## src/hdl/axil_soc_pkg.sv

```systemverilog
package axil_soc_pkg;

	// address map
	localparam int NUM_RAM_BANKS = 4;
	localparam logic [31:0] RAM_BASE = 32'h8000_0000;
	localparam int RAM_BANK_BYTES = 256;
	localparam int RAM_WORDS = RAM_BANK_BYTES / 4;
	localparam logic [31:0] RAM_SPAN = 32'(NUM_RAM_BANKS * RAM_BANK_BYTES);
	localparam logic [31:0] RTC_BASE = 32'hA000_0048;
	localparam int RTC_BYTES = 8;

	// derived field widths
	localparam int BANK_SHIFT = $clog2(RAM_BANK_BYTES);
	localparam int BANK_IDX_W = $clog2(NUM_RAM_BANKS);
	localparam int WORD_IDX_W = $clog2(RAM_WORDS);

	typedef enum logic [1:0] {
		OKAY = 2'd0,
		SLVERR = 2'd2,
		DECERR = 2'd3
	} resp_e;

	typedef enum logic [2:0] {
		IDLE,
		BUSY_RAM,
		BUSY_RTC,
		ERR_ACCEPT,
		ERR_RESP
	} xbar_state_e;

	typedef enum logic [1:0] {
		T_RAM,
		T_RTC,
		T_NONE
	} target_e;

	typedef struct packed {
		logic [31:0] addr;
	} ar_req_t;

	typedef struct packed {
		logic [31:0] data;
		resp_e resp;
	} r_rsp_t;

	typedef struct packed {
		logic [31:0] addr;
	} aw_req_t;

	typedef struct packed {
		logic [31:0] data;
		logic [3:0] strb;
	} w_req_t;

	typedef struct packed {
		resp_e resp;
	} b_rsp_t;

endpackage

```

## src/hdl/axil_rtc.sv

```systemverilog
`timescale 1ns/1ps

module axil_rtc import axil_soc_pkg::*; (
	input logic clk,
	input logic rst,
	input ar_req_t ar,
	input logic arvalid,
	output logic arready,
	output r_rsp_t r,
	output logic rvalid,
	input logic rready
);

	logic [63:0] count;
	logic [31:0] hi_snap;
	logic [31:0] rdata_q;
	logic rd_fire;

	assign arready = arvalid && !rvalid;
	assign rd_fire = arvalid && arready;
	assign r = '{data: rdata_q, resp: OKAY};

	// free-running cycle count
	always_ff @(posedge clk) begin
		if (rst)
			count <= 64'h0;
		else
			count <= count + 64'h1;
	end

	always_ff @(posedge clk) begin
		if (rst)
			rvalid <= 1'b0;
		else if (rd_fire)
			rvalid <= 1'b1;
		else if (rready)
			rvalid <= 1'b0;
	end

	// low word read freezes the high half for the following read
	always_ff @(posedge clk) begin
		if (rd_fire) begin
			if (!ar.addr[0]) begin
				rdata_q <= count[31:0];
				hi_snap <= count[63:32];
			end else begin
				rdata_q <= hi_snap;
			end
		end
	end

endmodule

```

## config.mk

```make
export PLATFORM = sky130hd
export DESIGN_NAME = axil_rtc
export DESIGN_NICKNAME = d
export VERILOG_FILES = /design/src/hdl/axil_soc_pkg.sv /design/src/hdl/axil_rtc.sv
export SDC_FILE = /design/constraint.sdc
export NUM_CORES = 1
export LEC_CHECK = 0
export BUFFER_PORTS_ARGS = -buffer_cell sky130_fd_sc_hd__clkbuf_2
export CORE_MARGIN = 8
export CORE_UTILIZATION = 57
export DETAILED_ROUTE_END_ITERATION = 8
export HOLD_SLACK_MARGIN = 0.03
export PLACE_DENSITY = 0.79
export SYNTH_ARGS = -nofsm -noshare
export SYNTH_HDL_FRONTEND = slang
export SYNTH_SLANG_ARGS = --single-unit
```

## constraint.sdc

```tcl
create_clock -name clk -period 5.72 [get_ports clk]
set_clock_uncertainty 0.15 [all_clocks]
set_input_delay 0.286 -clock clk [delete_from_list [all_inputs] [get_ports clk]]
set_output_delay 0.286 -clock clk [all_outputs]
set_load 0.02 [all_outputs]
```

==> Word-level counts from Yosys, hierarchy flattened <==
Cells that the tools add are included.
{ "word_totals": {"register_bits": 129, "out_inout_bits": 36, "word_cells": 14, "in_bits": 36} }
{ "op_classes": {"n_bitwise": 1, "add_sub_neg": 1, "muxes": 3, "reduce_logical": 5} }
{ "ops": {"columns": ["cell", "n"], "rows": [
  ["$add A64 B1 Y64 const B", 1],
  ["$mux W32", 1],
  ["$logic_and A1 B1 Y1", 2],
  ["$mux W1", 2],
  ["$reduce_and A2 Y1", 1],
  ["$reduce_bool A2 Y1", 1],
  ["$logic_not A1 Y1", 1],
  ["$not A1 Y1", 1]
]} }

==> Logic depth before layout (Yosys ltp) <==
{ "logic_depth": {"ltp_word": 4, "ltp_mapped": 7} }

==> Least setup slack after synthesis <==
OpenSTA, ideal clock, no wires.
{ "synth_timing": {"path_type": "flip-flop to flip-flop", "start": "reg rvalid", "end": "reg hi_snap[0] (enable)", "path_slack_ps": 1410, "stages_incl_launch_ff": 3, "path_buffers": 0, "setup_time_ps": 424, "required_time_ps": 5146, "arrival_ps": 3735, "cell_sequence": "dfxtp_1 nor2b_1 nor2b_1"} }
{ "synth_via": {"elab_chain_len": 4} }
{ "synth_lines": {"columns": ["element", "line", "rtl"], "rows": [
  ["start, declared", "axil_rtc.sv:10", "output logic rvalid,"],
  ["start signal, assigned", "axil_rtc.sv:33", "rvalid <= 1'b0;"],
  ["start signal, assigned", "axil_rtc.sv:35", "rvalid <= 1'b1;"],
  ["start signal, assigned", "axil_rtc.sv:37", "rvalid <= 1'b0;"],
  ["$logic_not A1 Y1", "axil_rtc.sv:19", "assign arready = arvalid && !rvalid;"],
  ["$logic_and A1 B1 Y1", "axil_rtc.sv:19", null],
  ["named net arready", "axil_rtc.sv:8", "output logic arready,"],
  ["$logic_and A1 B1 Y1", "axil_rtc.sv:20", "assign rd_fire = arvalid && arready;"],
  ["$reduce_and A2 Y1 (no source line)", null, null],
  ["end signal, assigned", "axil_rtc.sv:45", "hi_snap <= count[63:32];"],
  ["end, declared", "axil_rtc.sv:15", "logic [31:0] hi_snap;"]
]} }
The timed path passes the listed nets, and every way through them passes these cells.
A chain may end at the register's enable or synchronous reset.

==> Final worst setup path <==
{ "layout_timing": {"start": "reg count[0]", "end": "reg count[48]"} }
{ "layout_via": {"elab_chain_len": 1} }
{ "layout_lines": {"columns": ["element", "line", "rtl"], "rows": [
  ["start, declared", "axil_rtc.sv:14", "logic [63:0] count;"],
  ["start signal, assigned", "axil_rtc.sv:28", "count <= count + 64'h1;"],
  ["$add A64 B1 Y64", "axil_rtc.sv:28", null]
]} }
No other way between the ends.

==> flow_summary_export.csv <==
group,metric,value,unit
setup_path,cp.buffers_inverters,0,
setup_path,path_max_fanout,15,
floorplanning,die_h,112.9,um
floorplanning,dieArea,12740,um^2
logic_synthesis,ys.flop_type,"dfxtp_1",
sta,layout_min_cycle_time,3.319,ns
setup_path,crit_type,"register to register",
sta,fin_ws,2.401,ns
min_path,hold_path_end,"rdata_q[0]$_DFFE_PP_",
setup_path,r2r-end,"count[48]$_SDFF_PP0_",
logic_synthesis,synth_seq_cells,129,
placed_design,placed_area,5643,um^2
sta,rsz0062_at_grt,"no",
setup_path,reg2reg_from,"count[0]$_SDFF_PP0_",
final_layout,final-seq-area,3223,um^2
global_route,grt_pass1_vias,3780,
routing,drtIter0Drc,294,
logic_synthesis,synthTopCellsByArea,"edfxtp_1, dfxtp_1, mux2_2",
setup_path,slowest_delay,0.70,ns
setup_path,arrival,3.60,ns
clocking,clk_latency,0.52,ns
logic_synthesis,avgSynthCellArea,11.60,um^2
setup_path,slowest_stage,"nor4_4",
final_layout,fin_nets,544,
final_layout,drive_above_1_share,21.73,%
clocking,clock_sinks,129,
logic_synthesis,synthArstFlopShare,0,%
routing,wl_per_cell,17.96,um
clocking,htreeDepth,4,
final_layout,final_cell_mix,"dfxtp_1, edfxtp_1, nor2_1, clkbuf_2, mux2_2",
final_layout,area_growth,16.68,%
placed_design,place_hpwl,6984,um
pwr,ir_worst_vdd,0.2044,mV
global_route,met2_usage,30.97,%
setup_path,cp-start-kind,"register",
sta,fmax,0.3013,GHz
global_route,grtUsageMet1,22.54,%
setup_path,endpoint_kind,"register",
min_path,hp-class,"input pin to register",
routing,antenna_left,0,
global_route,grt-ovfl-total,0,
clocking,clkTransAtPathRegs,0.06,ns
setup_path,crit_cells,6,
outcome,status,"finished, final reports clean",
routing,drt_wl_total,11340,um
pwr,p_total,2125,uW
placed_design,dp.cells,597,
clocking,root_buffer,"clkbuf_8",
global_route,grtUsageMet3,5.378,%
logic_synthesis,syn_inst,461,
setup_path,required,6.00,ns
routing,vias,3779,
final_layout,diodes,0,
setup_path,path_cells,"ha_1 > nand2_1 > nor4_4 > nand3_1 > or4_1 > a21oi_1",
placed_design,io_buffers,38,
setup_path,worstRegToRegCells,6,
logic_synthesis,synth.distinct_cells,38,
sta,fin_crit_sh,58.03,%
routing,drc,0,
placed_design,finalWeightedCongestion,0.8548,
sta,worst_slew_pin_slew,1.017,ns
sta,hold_viol,0,
final_layout,fin_area,6240,um^2
global_route,antenna_found_initial,0,
pwr,cellPowerDensity,340.6,nW/um^2
global_route,grtUsageTotal,18.85,%
logic_synthesis,synth_top_area_cell,"edfxtp_1",
flow_run,maxCapViolations,0,
final_layout,final_common_cell,"dfxtp_1",
placed_design,post-place-ws,2.583,ns
final_layout,multi_input_area,2034,um^2
final_layout,instances_no_fill,631,
floorplanning,ioPinCount,72,
floorplanning,start_util,58.43,%
min_path,hold_path_depth,2,
logic_synthesis,synth_top_area_share,35.94,%
logic_synthesis,synth_edf_count,64,
clocking,cts_buffer_depth,2,
logic_synthesis,synth.yosys.warnings,0,
sta,slew_headroom,32.05,%
floorplanning,core,9153,um^2
setup_path,crit_family,"simple AND/OR/NAND/NOR gates",
min_path,worstHoldStart,"arvalid",
global_route,grt_busiest_layer,"met2",
routing,first_pass_iters,5,
pwr,p_leak,0.002177,uW
sta,slew_violations,0,
floorplanning,num_rows,35,
clocking,cts_tree,"done",
clocking,cts_made_buffers,17,
logic_synthesis,ys_seq_area_share,60.27,%
global_route,grt_pass1_wl,18890,um
setup_path,regToRegSetupSlack,2.40,ns
logic_synthesis,syn-cell-area,5348,um^2
global_route,grt_max_degree,66,
floorplanning,die_x,112.9,um
sta,setup_viol_count_final,0,
sta,setup_tns,0,ns
final_layout,n_fill_cell,634,
routing,viasPerCell,5.989,
==> repair_timing <==
action	CTS	global route
resized for setup	0	0
endpoints found under the hold margin	1	0
hold buffers	2	0
buffers inserted	0	0
==> worst reg2reg max path: stages, from the launching register on <==
cell and delay, ns:
dfxtp_1 0.37, ha_1 0.31, nand2_1 0.21, nor4_4 0.71, nand3_1 0.64, or4_1 0.68
a21oi_1 0.17
==> worst max path at each step <==
stage,end,start
2_1_floorplan,hi_snap[0]$_DFFE_PP_,rvalid$_SDFFE_PP0P_
4_1_cts,count[48]$_SDFF_PP0_,count[0]$_SDFF_PP0_
5_1_grt,count[50]$_SDFF_PP0_,count[0]$_SDFF_PP0_
6_report,count[48]$_SDFF_PP0_,count[0]$_SDFF_PP0_
3_3_place_gp,count[52]$_SDFF_PP0_,count[0]$_SDFF_PP0_
3_5_place_dp,count[48]$_SDFF_PP0_,count[0]$_SDFF_PP0_
==> metrics by stage <==
stage               util [%]  hold WS (ns)
CTS                    68.18        0.1902
global route           68.18        0.2178
global placement       61.65        0.2739
detailed placement     61.65        0.2936
finish                 68.18        0.2014
floorplan                  -        0.2350
==> final cells by class <==
| cell class | count | area share, % |
|---|---|---|
| clock inverter | 11 | 2.206 |
| tap | 111 | 2.226 |
| inverter | 7 | 0.4211 |
| clock buffer | 21 | 7.038 |
| sequential | 129 | 51.65 |
| multi-input combinational | 308 | 32.60 |
| timing repair buffer | 44 | 3.850 |
==> layer usage <==
metal	share of wire, %	up-vias
met1	42	1826
li1	-	1803
met4	2.5	0
met5	0	-
met3	6.3	28
met2	49	122
==> Yosys cell counts (8+ instances only) <==
library cell and n:
xor2_1 22, clkbuf_1 13, nand2_1 26, edfxtp_1 64, nand4_1 18, mux2_2 31
or3_1 16, nor4_1 8, xnor2_1 12, o31ai_1 9, a21oi_1 28, nor2_1 46
dfxtp_1 65, nand3_1 28, or4_1 9, o21ai_0 16
==> cell families (layout without fill, tap and decap cells) <==
logic type,Yosys count,in the layout,synth area share (%)
AOI/OAI and AO/OA,58,58,6.177
xor gates and xnor gates,34,34,5.568
adders and majority gates,1,1,0.2339
buffers and inverters,25,83,1.942
DFF,129,129,60.27
muxes,31,31,6.528
other,1,2,0.07012
and+or+nand+nor,182,182,19.21
==> registers in the layout, summed over array words and instances, names as in the netlist <==
register / count
count: 64
hi_snap: 32
rdata_q: 32
rvalid: 1
==> where the power goes <==
part	internal [uW]	total, uW	switching (uW)
registers	996	1000	8.13
clock network	670	1040	369
logic	26.3	81.9	55.7
No activity file was read; power rests on OpenSTA's default activity.
