<file path="src/hdl/axil_soc_pkg.sv">
package axil_soc_pkg;

	// address map
	localparam int NUM_RAM_BANKS = 4;
	localparam logic [31:0] RAM_BASE = 32'h8000_0000;
	localparam int RAM_BANK_BYTES = 256;
	localparam int RAM_WORDS = RAM_BANK_BYTES / 4;
	localparam logic [31:0] RAM_SPAN = 32'(NUM_RAM_BANKS * RAM_BANK_BYTES);
	localparam logic [31:0] RTC_BASE = 32'hA000_0048;
	localparam int RTC_BYTES = 8;

	// derived field widths
	localparam int BANK_SHIFT = $clog2(RAM_BANK_BYTES);
	localparam int BANK_IDX_W = $clog2(NUM_RAM_BANKS);
	localparam int WORD_IDX_W = $clog2(RAM_WORDS);

	typedef enum logic [1:0] {
		OKAY = 2'd0,
		SLVERR = 2'd2,
		DECERR = 2'd3
	} resp_e;

	typedef enum logic [2:0] {
		IDLE,
		BUSY_RAM,
		BUSY_RTC,
		ERR_ACCEPT,
		ERR_RESP
	} xbar_state_e;

	typedef enum logic [1:0] {
		T_RAM,
		T_RTC,
		T_NONE
	} target_e;

	typedef struct packed {
		logic [31:0] addr;
	} ar_req_t;

	typedef struct packed {
		logic [31:0] data;
		resp_e resp;
	} r_rsp_t;

	typedef struct packed {
		logic [31:0] addr;
	} aw_req_t;

	typedef struct packed {
		logic [31:0] data;
		logic [3:0] strb;
	} w_req_t;

	typedef struct packed {
		resp_e resp;
	} b_rsp_t;

endpackage

</file>
<file path="src/hdl/axil_xbar.sv">
`timescale 1ns/1ps

module axil_xbar import axil_soc_pkg::*; (
	input logic clk,
	input logic rst,
	// manager side
	input ar_req_t ar,
	input logic arvalid,
	output logic arready,
	output r_rsp_t r,
	output logic rvalid,
	input logic rready,
	input aw_req_t aw,
	input logic awvalid,
	output logic awready,
	input w_req_t w,
	input logic wvalid,
	output logic wready,
	output b_rsp_t b,
	output logic bvalid,
	input logic bready,
	// ram banks
	output ar_req_t ram_ar [NUM_RAM_BANKS],
	output logic [NUM_RAM_BANKS-1:0] ram_arvalid,
	input logic [NUM_RAM_BANKS-1:0] ram_arready,
	input r_rsp_t ram_r [NUM_RAM_BANKS],
	input logic [NUM_RAM_BANKS-1:0] ram_rvalid,
	output logic [NUM_RAM_BANKS-1:0] ram_rready,
	output aw_req_t ram_aw [NUM_RAM_BANKS],
	output logic [NUM_RAM_BANKS-1:0] ram_awvalid,
	input logic [NUM_RAM_BANKS-1:0] ram_awready,
	output w_req_t ram_w [NUM_RAM_BANKS],
	output logic [NUM_RAM_BANKS-1:0] ram_wvalid,
	input logic [NUM_RAM_BANKS-1:0] ram_wready,
	input b_rsp_t ram_b [NUM_RAM_BANKS],
	input logic [NUM_RAM_BANKS-1:0] ram_bvalid,
	output logic [NUM_RAM_BANKS-1:0] ram_bready,
	// counter, read only
	output ar_req_t rtc_ar,
	output logic rtc_arvalid,
	input logic rtc_arready,
	input r_rsp_t rtc_r,
	input logic rtc_rvalid,
	output logic rtc_rready
);

	xbar_state_e state, state_d;
	logic wr_q;
	logic [BANK_IDX_W-1:0] bank_q;
	resp_e err_q;
	logic req_sent_q;

	logic req_rd, req_wr;
	logic [31:0] sel_addr, sel_off;
	target_e sel_tgt;
	logic [BANK_IDX_W-1:0] sel_bank;
	logic [31:0] rd_off, wr_off, rtc_off;
	logic req_hs, rsp_hs;

	function automatic target_e decode(input logic [31:0] addr);
		if (addr >= RAM_BASE && addr < RAM_BASE + RAM_SPAN)
			return T_RAM;
		if (addr >= RTC_BASE && addr < RTC_BASE + 32'(RTC_BYTES))
			return T_RTC;
		return T_NONE;
	endfunction

	// reads win over writes
	assign req_rd = arvalid;
	assign req_wr = !arvalid && awvalid && wvalid;
	assign sel_addr = arvalid ? ar.addr : aw.addr;
	assign sel_tgt = decode(sel_addr);
	assign sel_off = sel_addr - RAM_BASE;
	assign sel_bank = sel_off[BANK_SHIFT +: BANK_IDX_W];

	// offsets relative to each slave base
	assign rd_off = ar.addr - RAM_BASE;
	assign wr_off = aw.addr - RAM_BASE;
	assign rtc_off = ar.addr - RTC_BASE;

	assign req_hs = wr_q ? (awvalid && awready) : (arvalid && arready);
	assign rsp_hs = (rvalid && rready) || (bvalid && bready);

	always_comb begin
		state_d = state;
		case (state)
			IDLE: begin
				if (req_rd || req_wr) begin
					if (sel_tgt == T_RAM)
						state_d = BUSY_RAM;
					else if (sel_tgt == T_RTC && req_rd)
						state_d = BUSY_RTC;
					else
						state_d = ERR_ACCEPT;
				end
			end
			BUSY_RAM, BUSY_RTC, ERR_RESP: begin
				if (rsp_hs)
					state_d = IDLE;
			end
			ERR_ACCEPT: state_d = ERR_RESP;
			default: state_d = IDLE;
		endcase
	end

	always_ff @(posedge clk) begin
		if (rst) begin
			state <= IDLE;
			wr_q <= 1'b0;
			bank_q <= '0;
			err_q <= OKAY;
			req_sent_q <= 1'b0;
		end else begin
			state <= state_d;
			if (state == IDLE) begin
				wr_q <= req_wr;
				bank_q <= sel_bank;
				// writes to the counter are refused, everything unmapped is a decode error
				err_q <= (sel_tgt == T_RTC) ? SLVERR : DECERR;
				req_sent_q <= 1'b0;
			end else if (req_hs) begin
				req_sent_q <= 1'b1;
			end
		end
	end

	// routing of the selected slave to the manager port
	always_comb begin
		arready = 1'b0;
		awready = 1'b0;
		wready = 1'b0;
		rvalid = 1'b0;
		bvalid = 1'b0;
		r = '{data: 32'h0, resp: OKAY};
		b = '{resp: OKAY};
		for (int i = 0; i < NUM_RAM_BANKS; i++) begin
			ram_ar[i] = '{addr: 32'(rd_off[BANK_SHIFT-1:2])};
			ram_aw[i] = '{addr: 32'(wr_off[BANK_SHIFT-1:2])};
			ram_w[i] = w;
		end
		ram_arvalid = '0;
		ram_awvalid = '0;
		ram_wvalid = '0;
		ram_rready = '0;
		ram_bready = '0;
		// counter word index, 0 low and 1 high
		rtc_ar = '{addr: {31'h0, rtc_off[2]}};
		rtc_arvalid = 1'b0;
		rtc_rready = 1'b0;
		case (state)
			BUSY_RAM: begin
				if (wr_q) begin
					ram_awvalid[bank_q] = awvalid && !req_sent_q;
					ram_wvalid[bank_q] = wvalid && !req_sent_q;
					awready = ram_awready[bank_q];
					wready = ram_wready[bank_q];
					b = ram_b[bank_q];
					bvalid = ram_bvalid[bank_q];
					ram_bready[bank_q] = bready;
				end else begin
					ram_arvalid[bank_q] = arvalid && !req_sent_q;
					arready = ram_arready[bank_q];
					r = ram_r[bank_q];
					rvalid = ram_rvalid[bank_q];
					ram_rready[bank_q] = rready;
				end
			end
			BUSY_RTC: begin
				rtc_arvalid = arvalid && !req_sent_q;
				arready = rtc_arready;
				r = rtc_r;
				rvalid = rtc_rvalid;
				rtc_rready = rready;
			end
			ERR_ACCEPT: begin
				// swallow the request for one cycle
				if (wr_q) begin
					awready = 1'b1;
					wready = 1'b1;
				end else begin
					arready = 1'b1;
				end
			end
			ERR_RESP: begin
				if (wr_q) begin
					bvalid = 1'b1;
					b = '{resp: err_q};
				end else begin
					rvalid = 1'b1;
					r = '{data: 32'h0, resp: DECERR};
				end
			end
			default: begin
			end
		endcase
	end

endmodule

</file>
<file path="config.mk">
export PLATFORM = sky130hd
export DESIGN_NAME = axil_xbar
export DESIGN_NICKNAME = d
export VERILOG_FILES = /design/src/hdl/axil_soc_pkg.sv /design/src/hdl/axil_xbar.sv
export SDC_FILE = /design/constraint.sdc
export NUM_CORES = 1
export LEC_CHECK = 0
export BUFFER_PORTS_ARGS = -buffer_cell sky130_fd_sc_hd__buf_2
export CAP_MARGIN = 20
export CORE_AREA = 2 2 315 317
export CTS_BUF_LIST = sky130_fd_sc_hd__clkbuf_16
export CTS_CLUSTER_DIAMETER = 30
export DETAILED_ROUTE_END_ITERATION = 10
export DIE_AREA = 0 0 317 319
export PLACE_DENSITY = 0.33
export SETUP_SLACK_MARGIN = 0.15
export SKIP_CTS_REPAIR_TIMING = 1
export SLEW_MARGIN = 20
export SYNTH_ARGS = -nofsm -noshare
export SYNTH_HDL_FRONTEND = slang
export SYNTH_SLANG_ARGS = --single-unit
export TNS_END_PERCENT = 50
</file>
<file path="constraint.sdc">
create_clock -name clk -period 1.65 [get_ports clk]
set_clock_uncertainty 0.05 [all_clocks]
set_input_delay 0.2475 -clock clk [delete_from_list [all_inputs] [get_ports clk]]
set_output_delay 0.2475 -clock clk [all_outputs]
set_load 0.01 [all_outputs]
</file>
## Word level (Yosys, flattened, before mapping)

Cells that the tools add are included.

- Logic and storage cells: 114
- Bits of input ports: 307
- Output and inout bits: 495
- Register bits: 9

- Magnitude comparators: 7
- Eq/ne operators: 7
- Bitwise operators: 6
- $add $sub $neg: 4
- Reductions and logical operators: 22
- Muxes and demuxes: 63

Operators by type and width:

| operator | number |
|---|---|
| 34-bit two-way mux | 3 |
| 34-bit one-hot mux with 3 select lines | 1 |
| 34-bit binary-select mux with 2-bit select | 1 |
| 32-bit >= comparator, second input constant | 2 |
| 32-bit less-than comparator, second input constant | 2 |
| 4-bit two-way mux | 10 |
| 32-bit two-way mux | 1 |
| 1-bit two-way mux | 21 |
| 4-bit AND | 5 |
| 2-bit two-way mux | 10 |
| 8-bit by 1-bit subtractor with 8-bit output, second input constant | 2 |
| 1-bit logical AND | 13 |
| 1-bit binary-select mux with 2-bit select | 5 |
| 10-bit by 1-bit subtractor with 10-bit output, second input constant | 1 |
| 3-bit one-hot mux with 3 select lines | 1 |
| 3-bit by 2-bit equality test with 1-bit output, second input constant | 2 |
| 3-bit two-way mux | 2 |
| 1-bit one-hot mux with 2 select lines | 3 |
| 1-bit one-hot mux with 3 select lines | 2 |
| 2-bit binary-select mux with 2-bit select | 1 |
| 2-bit inequality test, second input constant | 2 |
| 2-bit one-hot mux with 2 select lines | 1 |
| 3-bit by 1-bit equality test with 1-bit output, second input constant | 1 |
| 3-bit equality test, second input constant | 1 |
| other kinds (14) | 16 |

## Longest topological paths before layout

- Word-level depth: 13
- Mapped depth: 7
- Depth with buffers taken out: 5

## Least setup slack after synthesis

Ideal clock, no wire load.

- Kind: register to output
- Start: register bank_q[0]
- End: output r[10] (netlist bit)
- Data arrival time: 1.475 ns
- Stages on the path, launching flop included: 6
- Path slack: -0.123 ns
- Data required time: 1.352 ns
- Cell sequence: dfxtp_1 -> buf_6 -> buf_6 -> buf_6 -> mux4_2 -> a22o_1

RTL lines:

| item | RTL line | source |
|---|---|---|
| start, declared | axil_xbar.sv:49 | `logic [BANK_IDX_W-1:0] bank_q;` |
| start signal, assigned | axil_xbar.sv:117 | `bank_q <= sel_bank;` |
| end, declared | axil_xbar.sv:10 | `output r_rsp_t r,` |

==> impl_metrics.toml <==
[floorplan]
boundaryPins = 802
num_rows = 115
dieArea_mm2 = 0.101
core_mm2 = 0.0977
start_util_pct = 5.63
die_w_um = 317
die_h_um = 319

[routing]
firstDrtPassIters = 4
wire_per_inst_um = 16.2
antenna_left = 0
viasPerCell = 2.22
drc = 0
drt_iter0_markers = 87
routed_wl_mm = 35.3
num_vias = 4820

[synthesis]
syn_inst = 666
synth_seq_cells = 9
synth.distinct_cells = 48
yosys_warnings = 0
netlist.area_leader.share_pct = 59.0
synth.cell_area_mm2 = 0.00550
synth_edf_count = 0
yosys-top-cells-area = "buf_4, mux4_2, a22o_1, dfxtp_1, nor2_1"
synth_area_leader_cell = "buf_4"
ys_seq_area_share_pct = 3.28
synth-async-reset-ratio_pct = 0
syn_area_per_cell_um2 = 8.25
synth_ff_type = "dfxtp_1"

[worst_setup_path]
cp_data_arrival_time_ps = 1860
cp_max_fo = 5
crit_top_cell = "buf_12"
critical_path_class = "reg -> out"
critical_path.cell_chain = "buf_12 > buf_12 > mux4_2 > a22oi_2 > nor2_4 > buf_6"
slowest_delay_ps = 550
ff2ff_path_depth = 7
crit_path_end_kind = "output pin"
critPathRequiredTime_ps = 1350
worstSetupStartpointType = "flop"
timing.critical_path.slowest_stage_cell = "mux4_2"

[final_layout]
drive_gt1_share_pct = 59.4
area_growth_pct = 37.2
fin_nets = 1194

[clocking]
clock_latency_ps = 240
numCtsBuffers = 3
clk_pin_slew_ps = 50
clk_path_buf_depth = 2
root_buffer = "clkbuf_16"
clock_sinks = 9
h-tree-depth = 1
cts_tree = "done"

[pwr]
swShare_pct = 47.8
p_int_w = 0.00237
p_per_area_mw_per_mm2 = 601
ir_drop_uv = 301
p_leak_nw = 3.42
p_sw_w = 0.00217
pwr-share-comb_pct = 83.1
seq_power_share_pct = 6.9
pwr-share-clk_pct = 9.9

[global_route]
grt_max_degree = 34
grt_pass1_wl_mm = 41.4
gr-total-overflow = 0
grtUsageTotal_pct = 6.31
grt_pass1_vias = 4361
antenna_found_initial = 29

[min_path]
hp-class = "in -> reg"
hold_depth = 2

[timing]
drv_slew = 0
min_period_over_period_pct = 131
fin_crit_ps = 2160
tns_ps = -21030
hold_viol = 0
setup_ws_ps = -509
finalSetupViolations = 67
fmax_mhz = 463
rsz0062_at_grt = "true"

[status]
status = "finished, violations left"
violations = "negative setup slack"

[placement]
gp_congestion = 0.725
pre_cts_ws_ps = -428
port_buffers = 367
post-dp-hpwl_mm = 32.8

[run]
maxCapViolCount = 0
-- sequential cells by signal, summed over array words and instances (netlist names) --
signal,flops
bank_q,2
wr_q,1
req_sent_q,1
err_q,2
state,3
-- cell families (layout without fill, tap and decap cells) --
group	Yosys count	in the layout	synth area share [%]
multiplexers	43	43	17.2
buffers and inverters	460	442	61.8
flip-flops	9	9	3.28
other	1	242	0.0682
AND/OR/NAND/NOR	91	91	8.60
AO/OA/AOI/OAI	62	62	9.08
-- cells in the mapped netlist, types with 3 or more instances --
master	number
inv_1	3
mux4_2	41
nand2_1	15
dfxtp_1	9
nor2_1	31
buf_2	10
nor4_1	8
nor3_2	3
clkbuf_1	8
buf_6	5
buf_4	432
a22o_1	32
nor3_1	9
a21oi_1	7
a211oi_1	3
o21ai_1	3
nand3_1	6
-- final cells by class --
| cell class | instances | area (um2) |
|---|---|---|
| Timing Repair Buffer | 434 | 2620 |
| Sequential cell | 9 | 196 |
| Multi-Input combinational cell | 435 | 3010 |
| Clock inverter | 1 | 5.00 |
| Antenna cell | 3 | 7.51 |
| Inverter | 4 | 15.0 |
| Fill cell | 11543 | 90200 |
| Tap cell | 1287 | 1610 |
| Clock buffer | 3 | 75.1 |
-- final timing paths --
kind,from,endpoint,slack (ps)
min,rst,err_q[1]$_SDFFE_PP0N_,280
min reg2reg,err_q[1]$_SDFFE_PP0N_,err_q[1]$_SDFFE_PP0N_,440
max,bank_q[0]$_SDFFE_PP0N_,b[1],-510
max reg2reg,bank_q[0]$_SDFFE_PP0N_,state[1]$_SDFFE_PP0P_,-250
-- routing by layer --
metal | track usage [%] | vias to the layer above | wire [um]
met5 | 0 | - | 22
met4 | 0.535 | 4 | 513
met3 | 2.41 | 59 | 4030
met2 | 12.1 | 550 | 18200
met1 | 6.65 | 2164 | 12500
li1 | - | 2043 | -
-- stage by stage --
stage	std cells	util [%]	hold slack [ps]	cell area, um2	total power (W)
after floorplan	904	-	367	6430	0.00298
final	2176	7.72	283	7540	0.00454
after detailed placement	2159	7.23	428	7060	0.00390
after CTS	2163	7.31	282	7140	0.00437
after global placement	2159	7.23	409	7060	0.00391
after global routing	2174	7.72	293	7540	0.00492
-- critical path: cells and delay by family (launching register included) --
family / cells / cell delay, ps
compound gates: 1 / 230
flops: 1 / 370
buf+inv: 3 / 380
mux: 1 / 550
simple gates: 1 / 70
-- power by group through the flow --
stage / Combinational (W) / Sequential [W] / Clock (W)
4_1_cts: 0.00360 / 0.000304 / 0.000473
3_3_place_gp: 0.00360 / 0.000308 / 0
6_report: 0.00377 / 0.000314 / 0.000451
2_1_floorplan: 0.00270 / 0.000284 / 0
3_5_place_dp: 0.00359 / 0.000308 / 0
5_1_grt: 0.00411 / 0.000322 / 0.000490
-- placed cells by master, fill, tap and decap left out, types with 7 or more instances in the layout --
cell type and instances:
buf_6 12, buf_12 14, a22o_1 32, nor2_2 7, nand2_1 11, nor2_1 18
nor4_1 7, conb_1 239, buf_2 360, mux4_2 41, buf_4 43
Power figures use the tool's default switching activity.
